$ cat src/rtl/msx_bus_defines.svh
// I/O port, register address, divider, bus width and SDRAM bank code macros
`ifndef MSX_BUS_DEFINES_SVH
`define MSX_BUS_DEFINES_SVH

// ------------------------------
// Bus decode
// ------------------------------
`define MSX_PPI_PORT_A		8'hA8		// Primary slot register
`define MSX_EXP_SLOT_ADDR	16'hFFFF	// Secondary slot register

// CPU enable every sixth clk42m cycle
`define MSX_CPU_DIV_LAST	3'd5

// ------------------------------
// Widths
// ------------------------------
`define MSX_SDRAM_AW		23
`define MSX_SPI_AW			22			// One bit narrower than SDRAM

// ------------------------------
// SDRAM bank codes, address 22:13
// ------------------------------
// Full 8 KB granule codes
`define MSX_BANK_MAPPER		10'b100_0000_000	// Mapper RAM, slot 3-0
`define MSX_BANK_MEGA1M		10'b010_0000_000	// MegaROM 1 MB, slot 1
`define MSX_BANK_MEGA512K	10'b000_0100_000	// MegaROM 512 KB, slot 2
// Short codes, low bits from CPU address
`define MSX_BANK_LOGO_EXT	8'b000_0011_1		// + A14:A13
`define MSX_BANK_MUSIC		9'b000_0011_01		// + A13
`define MSX_BANK_IOT		9'b000_0011_00		// + A13
`define MSX_BANK_SUB_KANJI	8'b000_0010_1		// + A14:A13
`define MSX_BANK_MAIN		8'b000_0010_0		// + A14:A13
`define MSX_BANK_NEXTOR		7'b000_0000			// + A15:A13

`endif
$ cat src/rtl/msx_bus_pkg.sv
// Bus types: CPU address union, CPU bus, SPI write, slot selects, SDRAM request, read source
`default_nettype none
`include "msx_bus_defines.svh"

package msx_bus_pkg;

	// ------------------------------
	// CPU address, two decodes
	// ------------------------------
	typedef struct packed {
		logic	[1:0]	page;		// A15:A14
		logic			bank13;		// A13, low bank bit
		logic	[12:0]	offset;		// 8 KB offset
	} cpu_mem_addr_t;

	typedef struct packed {
		logic	[7:0]	high;		// Ignored on I/O cycles
		logic	[7:0]	port;
	} cpu_io_addr_t;

	// Same 16 bits, memory or I/O view
	typedef union packed {
		cpu_mem_addr_t	mem;
		cpu_io_addr_t	io;
	} cpu_addr_t;

	// ------------------------------
	// Bus bundles
	// ------------------------------
	typedef struct packed {
		cpu_addr_t		addr;
		logic	[7:0]	wdata;
		logic			mreq_n;
		logic			iorq_n;
		logic			rd_n;
		logic			wr_n;
	} cpu_bus_t;

	// SDRAM updater during freeze
	typedef struct packed {
		logic	[`MSX_SPI_AW-1:0]	address;
		logic	[7:0]				wdata;
		logic						req_n;	// Also the write strobe
	} spi_wr_t;

	typedef struct packed {
		logic			sltsl1;		// Primary slot 1
		logic			sltsl2;		// Primary slot 2
		logic	[3:0]	sub0;		// Slot 0-x
		logic	[3:0]	sub3;		// Slot 3-x
	} slot_sel_t;

	typedef struct packed {
		logic	[`MSX_SDRAM_AW-1:0]	address;
		logic	[7:0]				wdata;
		logic						mreq_n;
		logic						rd_n;
		logic						wr_n;
	} sdram_req_t;

	// One read data source
	typedef struct packed {
		logic	[7:0]	data;
		logic			en;		// Valid for one cycle
	} rd_src_t;

endpackage

`default_nettype wire

$ cat src/rtl/msx_bus_map.sv
// MSX bus map top: CPU enable, slot registers, SDRAM map and read return
`default_nettype none

module msx_bus_map (
	input	logic						clk42m,
	input	logic						ff_reset_n,
	input	msx_bus_pkg::cpu_bus_t		cpu,
	input	msx_bus_pkg::spi_wr_t		spi,
	input	logic						cpu_freeze,
	input	logic						sdram_busy,
	input	msx_bus_pkg::rd_src_t		sdram_rdata,	// From SDRAM controller
	output	logic						cpu_enable,
	output	msx_bus_pkg::sdram_req_t	sdram,
	output	logic	[7:0]				cpu_rdata
);

	import msx_bus_pkg::*;

	rd_src_t		ppi_rd;
	rd_src_t		exp0_rd;
	rd_src_t		exp3_rd;
	logic	[3:0]	sltsl;			// Primary selects
	logic	[3:0]	sub0;			// Slot 0-x
	logic	[3:0]	sub3;			// Slot 3-x
	slot_sel_t		sel;

	// ------------------------------
	// Bus decode side
	// ------------------------------
	cpu_clock_enable u_cpu_clock_enable (
		.clk42m			(clk42m),
		.ff_reset_n		(ff_reset_n),
		.sdram_busy		(sdram_busy),
		.cpu_freeze		(cpu_freeze),
		.cpu_enable		(cpu_enable)
	);

	primary_slot u_primary_slot (
		.clk42m			(clk42m),
		.ff_reset_n		(ff_reset_n),
		.cpu			(cpu),
		.ppi_rd			(ppi_rd),
		.sltsl			(sltsl)
	);

	secondary_slot exp_slot0 (
		.clk42m			(clk42m),
		.ff_reset_n		(ff_reset_n),
		.cpu			(cpu),
		.sltsl			(sltsl[0]),
		.exp_rd			(exp0_rd),
		.sltsl_ext		(sub0)
	);

	secondary_slot exp_slot3 (
		.clk42m			(clk42m),
		.ff_reset_n		(ff_reset_n),
		.cpu			(cpu),
		.sltsl			(sltsl[3]),
		.exp_rd			(exp3_rd),
		.sltsl_ext		(sub3)
	);

	// ------------------------------
	// Memory map and read return
	// ------------------------------
	// Slots 1 and 2 are not expanded
	assign sel = '{sltsl1: sltsl[1], sltsl2: sltsl[2], sub0: sub0, sub3: sub3};

	sdram_map u_sdram_map (
		.cpu_freeze		(cpu_freeze),
		.cpu			(cpu),
		.spi			(spi),
		.sel			(sel),
		.sdram			(sdram)
	);

	read_return u_read_return (
		.clk42m			(clk42m),
		.ff_reset_n		(ff_reset_n),
		.sdram_rdata	(sdram_rdata),
		.exp0_rd		(exp0_rd),
		.exp3_rd		(exp3_rd),
		.ppi_rd			(ppi_rd),
		.cpu_rdata		(cpu_rdata)
	);

endmodule

`default_nettype wire

$ cat src/rtl/read_return.sv
// Read data return register with fixed source priority
`default_nettype none

module read_return (
	input	logic					clk42m,
	input	logic					ff_reset_n,
	input	msx_bus_pkg::rd_src_t	sdram_rdata,	// Highest priority
	input	msx_bus_pkg::rd_src_t	exp0_rd,
	input	msx_bus_pkg::rd_src_t	exp3_rd,
	input	msx_bus_pkg::rd_src_t	ppi_rd,			// Lowest priority
	output	logic	[7:0]			cpu_rdata
);

	import msx_bus_pkg::*;

	rd_src_t		w_pick;			// Winning source this cycle
	logic	[7:0]	ff_rdata;

	// ------------------------------
	// Source select
	// ------------------------------
	always_comb begin
		if (sdram_rdata.en) begin
			w_pick = sdram_rdata;
		end
		else if (exp0_rd.en) begin
			w_pick = exp0_rd;
		end
		else if (exp3_rd.en) begin
			w_pick = exp3_rd;
		end
		else begin
			w_pick = ppi_rd;		// en may be low, then hold
		end
	end

	always_ff @(posedge clk42m) begin
		if (!ff_reset_n) begin
			ff_rdata <= 8'h00;
		end
		else if (w_pick.en) begin
			ff_rdata <= w_pick.data;	// Valid one cycle after strobe
		end
	end

	assign cpu_rdata = ff_rdata;

endmodule

`default_nettype wire

$ cat src/rtl/sdram_map.sv
// SDRAM memory map: slot to bank translation, read/write gating, SPI updater override
`default_nettype none
`include "msx_bus_defines.svh"

module sdram_map (
	input	logic						cpu_freeze,	// SPI updater owns the bus
	input	msx_bus_pkg::cpu_bus_t		cpu,
	input	msx_bus_pkg::spi_wr_t		spi,
	input	msx_bus_pkg::slot_sel_t		sel,
	output	msx_bus_pkg::sdram_req_t	sdram
);

	logic	[9:0]	w_upper;		// SDRAM address 22:13
	logic			w_rd_win;		// CPU read allowed in this region
	logic			w_page1;
	logic			w_page12;
	logic			w_page01;
	logic			w_not_ffff;
	logic	[1:0]	w_bank2;		// A14:A13

	// ------------------------------
	// Page windows
	// ------------------------------
	assign w_page1		= (cpu.addr.mem.page == 2'b01);
	assign w_page12		= cpu.addr.mem.page[1] ^ cpu.addr.mem.page[0];	// 4000h-BFFFh
	assign w_page01		= !cpu.addr.mem.page[1];						// 0000h-7FFFh
	assign w_not_ffff	= (cpu.addr != `MSX_EXP_SLOT_ADDR);	// Keep FFFFh out of RAM reads
	assign w_bank2		= {cpu.addr.mem.page[0], cpu.addr.mem.bank13};

	// ------------------------------
	// Region priority
	// ------------------------------
	always_comb begin
		w_upper		= 10'd0;		// 3-3 and empty slots
		w_rd_win	= 1'b0;
		if (sel.sub3[0]) begin							// Mapper RAM
			w_upper		= `MSX_BANK_MAPPER;
			w_rd_win	= w_not_ffff;
		end
		else if (sel.sltsl1) begin						// MegaROM 1 MB
			w_upper		= `MSX_BANK_MEGA1M;
			w_rd_win	= w_page12;
		end
		else if (sel.sltsl2) begin						// MegaROM 512 KB
			w_upper		= `MSX_BANK_MEGA512K;
			w_rd_win	= w_page12;
		end
		else if (sel.sub0[3]) begin						// Logo, extended BASIC
			w_upper		= {`MSX_BANK_LOGO_EXT, w_bank2};
			w_rd_win	= w_page12;
		end
		else if (sel.sub0[2]) begin						// MSX-MUSIC
			w_upper		= {`MSX_BANK_MUSIC, cpu.addr.mem.bank13};
			w_rd_win	= w_page1;
		end
		else if (sel.sub0[1]) begin						// IoT-BASIC
			w_upper		= {`MSX_BANK_IOT, cpu.addr.mem.bank13};
			w_rd_win	= w_page1;
		end
		else if (sel.sub3[1]) begin						// Sub-ROM, Kanji BASIC
			w_upper		= {`MSX_BANK_SUB_KANJI, w_bank2};
			w_rd_win	= w_page01;
		end
		else if (sel.sub0[0]) begin						// Main ROM
			w_upper		= {`MSX_BANK_MAIN, w_bank2};
			w_rd_win	= w_page01;
		end
		else if (sel.sub3[2]) begin						// Nextor, 64 KB
			w_upper		= {`MSX_BANK_NEXTOR, cpu.addr.mem.page, cpu.addr.mem.bank13};
			w_rd_win	= w_page12;
		end
	end

	// ------------------------------
	// Request out
	// ------------------------------
	always_comb begin
		if (cpu_freeze) begin
			// Updater writes straight through
			sdram.address	= {{(`MSX_SDRAM_AW - `MSX_SPI_AW){1'b0}}, spi.address};
			sdram.wdata		= spi.wdata;
			sdram.mreq_n	= spi.req_n;
			sdram.wr_n		= spi.req_n;
		end
		else begin
			sdram.address	= {w_upper, cpu.addr.mem.offset};
			sdram.wdata		= cpu.wdata;
			sdram.mreq_n	= cpu.mreq_n;
			sdram.wr_n		= sel.sub3[0] ? cpu.wr_n : 1'b1;	// RAM only in 3-0
		end
		// I/O cycles never read memory
		sdram.rd_n = (cpu.iorq_n && w_rd_win) ? cpu.rd_n : 1'b1;
	end

endmodule

`default_nettype wire

$ cat src/rtl/secondary_slot.sv
// Expanded slot register at FFFFh with inverted readback and four subslot selects
`default_nettype none
`include "msx_bus_defines.svh"

module secondary_slot (
	input	logic					clk42m,
	input	logic					ff_reset_n,
	input	msx_bus_pkg::cpu_bus_t	cpu,
	input	logic					sltsl,		// Primary select of this slot
	output	msx_bus_pkg::rd_src_t	exp_rd,		// Readback, inverted
	output	logic	[3:0]			sltsl_ext	// Subslot selects
);

	logic	[7:0]	ff_ext;			// Subslot per page, page 0 at bit 0
	logic			ff_rd_hit_d;
	logic			w_hit;			// FFFFh inside this slot
	logic			w_rd_hit;
	logic	[1:0]	w_field;

	// ------------------------------
	// FFFFh decode
	// ------------------------------
	// Register lives in page 3 of the primary slot
	assign w_hit	= sltsl && (cpu.addr == `MSX_EXP_SLOT_ADDR);
	assign w_rd_hit	= w_hit && !cpu.rd_n;

	always_ff @(posedge clk42m) begin
		if (!ff_reset_n) begin
			ff_ext <= 8'h00;					// Subslot 0 everywhere
		end
		else if (w_hit && !cpu.wr_n) begin
			ff_ext <= cpu.wdata;
		end
	end

	always_ff @(posedge clk42m) begin
		if (!ff_reset_n) begin
			ff_rd_hit_d <= 1'b0;
		end
		else begin
			ff_rd_hit_d <= w_rd_hit;
		end
	end

	// Inverted value, the usual expanded slot signature
	assign exp_rd = '{data: ~ff_ext, en: w_rd_hit && !ff_rd_hit_d};

	// ------------------------------
	// Subslot selects
	// ------------------------------
	assign w_field = ff_ext[{cpu.addr.mem.page, 1'b0} +: 2];

	always_comb begin
		for (int k = 0; k < 4; k++) begin
			sltsl_ext[k] = sltsl && (w_field == 2'(k));
		end
	end

endmodule

`default_nettype wire

$ cat src/rtl/primary_slot.sv
// Primary slot register at I/O port A8h and per-page primary slot selects
`default_nettype none
`include "msx_bus_defines.svh"

module primary_slot (
	input	logic					clk42m,
	input	logic					ff_reset_n,
	input	msx_bus_pkg::cpu_bus_t	cpu,
	output	msx_bus_pkg::rd_src_t	ppi_rd,		// Readback of port A8h
	output	logic	[3:0]			sltsl		// Primary select, one hot
);

	logic	[7:0]	ff_slot;		// Two bits per page, page 0 at bit 0
	logic			ff_rd_hit_d;	// Read hit in previous cycle
	logic			w_io_hit;
	logic			w_rd_hit;
	logic	[1:0]	w_field;		// Slot of the current page

	// ------------------------------
	// Port A8h decode
	// ------------------------------
	assign w_io_hit = !cpu.iorq_n && (cpu.addr.io.port == `MSX_PPI_PORT_A);
	assign w_rd_hit = w_io_hit && !cpu.rd_n;

	always_ff @(posedge clk42m) begin
		if (!ff_reset_n) begin
			ff_slot <= 8'h00;					// All pages in slot 0
		end
		else if (w_io_hit && !cpu.wr_n) begin
			ff_slot <= cpu.wdata;
		end
	end

	always_ff @(posedge clk42m) begin
		if (!ff_reset_n) begin
			ff_rd_hit_d <= 1'b0;
		end
		else begin
			ff_rd_hit_d <= w_rd_hit;
		end
	end

	// Strobe only on the first read cycle
	assign ppi_rd = '{data: ff_slot, en: w_rd_hit && !ff_rd_hit_d};

	// ------------------------------
	// Slot selects
	// ------------------------------
	assign w_field = ff_slot[{cpu.addr.mem.page, 1'b0} +: 2];

	always_comb begin
		for (int i = 0; i < 4; i++) begin
			sltsl[i] = !cpu.mreq_n && (w_field == 2'(i));	// Memory cycles only
		end
	end

endmodule

`default_nettype wire

$ cat src/rtl/cpu_clock_enable.sv
// CPU clock enable divider by six with SDRAM busy and freeze stall
`default_nettype none
`include "msx_bus_defines.svh"

module cpu_clock_enable (
	input	logic	clk42m,
	input	logic	ff_reset_n,		// Sync, active low
	input	logic	sdram_busy,		// Withholds the strobe
	input	logic	cpu_freeze,		// Stops and clears the divider
	output	logic	cpu_enable		// One cycle strobe
);

	logic	[2:0]	ff_cpu_div;		// Counts 0 to 5
	logic			w_div_last;

	// ------------------------------
	// Divider
	// ------------------------------
	assign w_div_last = (ff_cpu_div == `MSX_CPU_DIV_LAST);

	always_ff @(posedge clk42m) begin
		if (!ff_reset_n) begin
			ff_cpu_div <= 3'd0;
		end
		else if (cpu_freeze) begin
			ff_cpu_div <= 3'd0;					// Restart after freeze
		end
		else if (w_div_last) begin
			ff_cpu_div <= 3'd0;					// Wrap
		end
		else begin
			ff_cpu_div <= ff_cpu_div + 3'd1;
		end
	end

	// Busy masks the pulse, count keeps running
	// so the phase is kept across SDRAM stalls
	assign cpu_enable = w_div_last && !sdram_busy && !cpu_freeze;

endmodule

`default_nettype wire

$ cat config.mk
export PLATFORM = sky130hd
export DESIGN_NAME = msx_bus_map
export DESIGN_NICKNAME = d
export VERILOG_FILES = /design/src/rtl/msx_bus_pkg.sv /design/src/rtl/msx_bus_map.sv /design/src/rtl/read_return.sv /design/src/rtl/sdram_map.sv /design/src/rtl/secondary_slot.sv /design/src/rtl/primary_slot.sv /design/src/rtl/cpu_clock_enable.sv
export VERILOG_INCLUDE_DIRS = /design/src /design/src/rtl
export SDC_FILE = /design/constraint.sdc
export NUM_CORES = 1
export LEC_CHECK = 0
export BUFFER_PORTS_ARGS = -buffer_cell sky130_fd_sc_hd__buf_2
export CORE_MARGIN = 2
export CORE_UTILIZATION = 25
export CTS_CLUSTER_SIZE = 40
export DETAILED_ROUTE_END_ITERATION = 16
export GPL_TIMING_DRIVEN = 0
export PLACE_DENSITY = 0.59
export SLEW_MARGIN = 20
export SYNTH_ARGS = -nofsm -noshare
export SYNTH_HDL_FRONTEND = slang
export SYNTH_SLANG_ARGS = --single-unit
$ cat constraint.sdc
create_clock -name clk42m -period 3.2 [get_ports clk42m]
set_input_delay 0.8 -clock clk42m [delete_from_list [all_inputs] [get_ports clk42m]]
set_output_delay 0.8 -clock clk42m [all_outputs]
set_load 0.1 [all_outputs]
==> results.md <==
- The starting density of the core is 0.256.
- The critical path in this run is classified as input pin to output pin.
- In this run, synthesis produced a sequential element count of 38.
- After global routing the overflow that remains totals 0.
- The capturing element type of the critical path is an output pin.
- The worst register-to-register path has a depth of 7.
- The worst-margin pin slew is between 0.8 and 0.9 ns.
- After detailed routing, the number of vias per cell comes to ~5.0.
- The largest area contributor in the netlist is dfxtp_1.
- The mean cell area of the mapped netlist is 9.46 um2.
- Leaving out filler cells and counting taps, the final layout contains 550.
- Of the total power, the share spent switching nets is 0.412.
- The number of nets handed over by synthesis was 353.
- The number of distinct library cells after synthesis is 50.
- The class of the tightest hold or removal check is register to register.
- The tool flagged a number of max-cap violations equal to 0.
- Of the post-synthesis cell area, the dominant cell type holds 0.290.
- The tightest slew margin relative to the limit is 0.453.
- After legalization and detailed placement, the total HPWL measured ~7000 um.
- The width of the die is 106 um.
- Of the available clock period, the critical path in the final layout requires 1.07.
- The final route contains roughly 2700 vias.
- After clock tree synthesis, the clock-pin slew on the worst setup and hold paths is around 0.07 ns.
- The post-detailed-routing wire length is around 9000 um.
- The minimum hold slack is between 0.4 and 0.5 ns.
- The weighted congestion reported at the end of routability-driven placement is about 0.88.
- In this run the vertical extent of the chip is between 100 and 150 um.
- The total negative setup slack is -0.955 ns.
- The count of port buffers added during placement is between 100 and 150.
- The analysis attributes to net switching a power of between 0.5 and 0.6 mW.
- The worst hold endpoint is u_cpu_clock_enable.ff_cpu_div[0].
- The run finished, with violations left.
- The share of total power dissipated in combinational logic is 0.392.
- After detailed routing, the number of remaining DRC violations is 0.
- The number of warnings issued by yosys is 0.
- The worst path in the final design needs a cycle of 3.41 ns, including I/O delays and setup.
- The number of setup violations in the final report is 6.
- After the last flow step, the layout net total stands at between 400 and 500.
- The signal on the critical path passes through buf_12 -> buf_12 -> mux4_2 -> or3_4 -> o211a_4 -> a32o_4 -> buf_12.
- The maximum number of buffers from clock root to sink is 2.
- The largest stage delay on the critical path is slightly below 0.6 ns.
- The placeable core region is 0.0102 mm2.
- The number of primary I/O pins is between 100 and 150.
- Of all flip-flops after synthesis, the portion carrying an async set or reset was 0.
- The startpoint of the lowest-slack hold path is u_cpu_clock_enable.ff_cpu_div[0].
- The checks that failed: negative setup slack.
- The first detailed-routing pass took 4 iterations.
- Fill cells in the final layout number 1040.
- In this run the static leakage power is approximately 1.7 nW.
- Ranked by total cell area, the synthesized netlist is headed by dfxtp_1 29%, mux2_2 10%, mux2i_1 6.5%, mux4_2 6.0%, nor2b_1 4.1%.
- Across all register-to-register paths, the minimum setup slack is roughly 0.74 ns.
- The worst hold path cell count is 1.
- Cell internal power was estimated by the tool at about 0.81 mW.
- The power density over the cells is ~340 mW/mm2.
- The number of flops mapped to enable cells by yosys is 0.
- Entering global routing, the biggest net connects 13 pins.
- Of the cells placed in the final design, the portion with a size suffix greater than 1 is 0.519.
- After detailed routing, the average wire length per cell comes to 16.8 um.
- Counting every instance in the synthesized netlist gives between 200 and 300.
- The number of endpoints with negative hold slack in the final report is 0.
- The total die area is ~0.011 mm2.
- The cell that appears most often on the critical path is buf_12.
- The first-pass GRT wire length is 13800 um.
- For this run, the total global-route usage over all layers was measured as 0.159.
- The clock skew is a little under 0.008 ns.
- The number of levels in the clock H-tree is 2.
- Timing would allow up to approximately 290 MHz.
- The initial antenna violation count is 0.
- The clock latency of the later-clocked register in the worst-skew pair is ~0.30 ns.
- The remaining antenna violation count is 0.
- The number of clock sinks is 38.
- The number of buffers created by CTS is 5.
- The number of global-route vias before repair is ~2700.
- TritonCTS built the clock tree.
- Of the synthesized area, sequential elements account for 0.290.
- The destination of the worst register-to-register timing path is u_read_return.cpu_rdata[5].
- The top fanout value on the critical path is 5.
- The data arrival time at the worst-slack endpoint is between 2 and 3 ns.
- Setup repair after global routing could not meet its margin everywhere.
- For this run, the leading register cell type out of synthesis is dfxtp_1.
- The slowest stage of the critical path belongs to the cell mux4_2.
- The library cell used as clock root buffer is clkbuf_8.
- Summing every instance area after synthesis gives 0.00262 mm2.
- The share of total power dissipated in sequential elements is 0.354.
- The total number of placement rows is 37.
- VDD sags by at most around 0.14 mV.
- After layout, the worst setup slack is -0.211 ns.
- The detailed router's first-iteration violation count is approximately 140.
- The number of pins exceeding their max-slew limit in the final report is 0.
- The number of cells in the design after placement is approximately 530.
- At the end of the flow the core is filled with cells to 0.391.
- Relative to the synthesized area, the layout overhead comes to 52.8%.
- The proportion of power drawn by the clock network is 0.255.
- The type of origin of the critical path is an input pin.
- The required time at the endpoint of the critical path is between 2 and 2.5 ns.
- Summing internal, switching and leakage power gives 1.37 mW.
- The worst reg2reg path startpoint is u_primary_slot.ff_slot[7].
- The antenna diode instance count is 0.
synthesized netlist by cell type, types with 3 or more instances:
cell type	count
a211oi_1	9
a21boi_0	8
a22o_1	11
clkbuf_1	10
dfxtp_1	38
ha_1	4
inv_1	7
mux2_2	24
mux2i_1	17
mux4_2	7
nand2_1	13
nand2b_1	4
nand3_1	7
nand4_1	4
nor2_1	27
nor2b_1	17
nor3_1	4
o21ai_0	11
o221a_1	8
or2_1	3
or3b_2	3
metrics by stage:
stage	instance area, um2	setup slack, ns
after floorplan	2790	-0.388
after global placement	3520	-0.576
after detailed placement	3520	-0.594
after CTS	3910	-0.234
after global routing	4000	-0.256
final	4000	-0.211
worst max path at each step:
| stage | endpoint | start | slack [ns] | depth (start not counted) |
|---|---|---|---|---|
| 2_1_floorplan | sdram[27] | cpu[26] | -0.39 | 6 |
| 3_3_place_gp | sdram[24] | cpu[26] | -0.58 | 8 |
| 3_5_place_dp | sdram[26] | cpu[26] | -0.59 | 9 |
| 4_1_cts | sdram[24] | cpu[26] | -0.23 | 7 |
| 5_1_grt | sdram[1] | cpu[26] | -0.26 | 8 |
| 6_report | sdram[24] | cpu[26] | -0.21 | 7 |
flip-flops by register name (all words and copies together) (netlist names):
register and count:
u_cpu_clock_enable.ff_cpu_div 3, u_primary_slot.ff_rd_hit_d 1, exp_slot3.ff_rd_hit_d 1, exp_slot3.ff_ext 8, exp_slot0.ff_ext 8, u_read_return.cpu_rdata 8, exp_slot0.ff_rd_hit_d 1, u_primary_slot.ff_slot 8
per-layer routing:
layer  vias up  part of all wire  GRT usage  routed length [um]
li1       1311                 -          -                   -
met1      1312              0.41      0.184                3820
met2       106              0.51      0.295                4740
met3        10             0.062     0.0337                 569
met4         0             0.011     0.0432                  98
met5         -                 0          0                   0
cells by family (layout without fill, tap and decap cells):
logic type	Yosys count	count (layout)	synth area share
flops	38	38	0.290
xor+xnor	2	2	0.00669
mux	48	48	0.228
simple gates	99	99	0.217
compound gates	60	60	0.188
buf+inv	24	161	0.0430
fa+ha+maj	6	6	0.0267
power by group through the flow:
stage               sequential [mW]  combinational, mW  clock (mW)
floorplan                     0.541              0.342           0
global placement              0.495              0.499           0
detailed placement            0.495              0.502           0
CTS                           0.484              0.535       0.354
global route                  0.485              0.559       0.369
finish                        0.484              0.537       0.349
critical path, delay by kind of cell:
kind / cells / cell delay [ns]
buf+inv: 3 / 0.36
compound gates: 2 / 0.47
simple gates: 1 / 0.38
mux: 1 / 0.58
timing repair:
item,in CTS,in global routing
pin swaps,7,9
gates resized for setup,50,16
setup buffers,13,4
setup endpoints to repair,18,18
hold buffers,0,0
cloned,1,0
layout by cell type, fill, tap and decap left out, types with 10 or more instances in the layout:
master   netlist  final
buf_4          0     15
buf_2          2    104
nor2b_1       17     17
o21ai_0       11     10
dfxtp_1       38     38
nand2_1       13     13
nor2_1        27     25
buf_12         0     10
mux2_2        24     24
mux2i_1       17     17
area by class of cell:
class / instances / area, um2 / share of cell area
well taps: 136 / 170 / 0.0425
repair buffers: 131 / 876 / 0.219
inverters: 8 / 42.5 / 0.0106
clock inverters: 2 / 12.5 / 0.00313
clock buffers: 6 / 82.6 / 0.0206
plain buffers: 14 / 88.8 / 0.0222
flip-flops and latches: 38 / 761 / 0.190
multi-input cells: 215 / 1970 / 0.492
(Power assumes the default switching activity.)
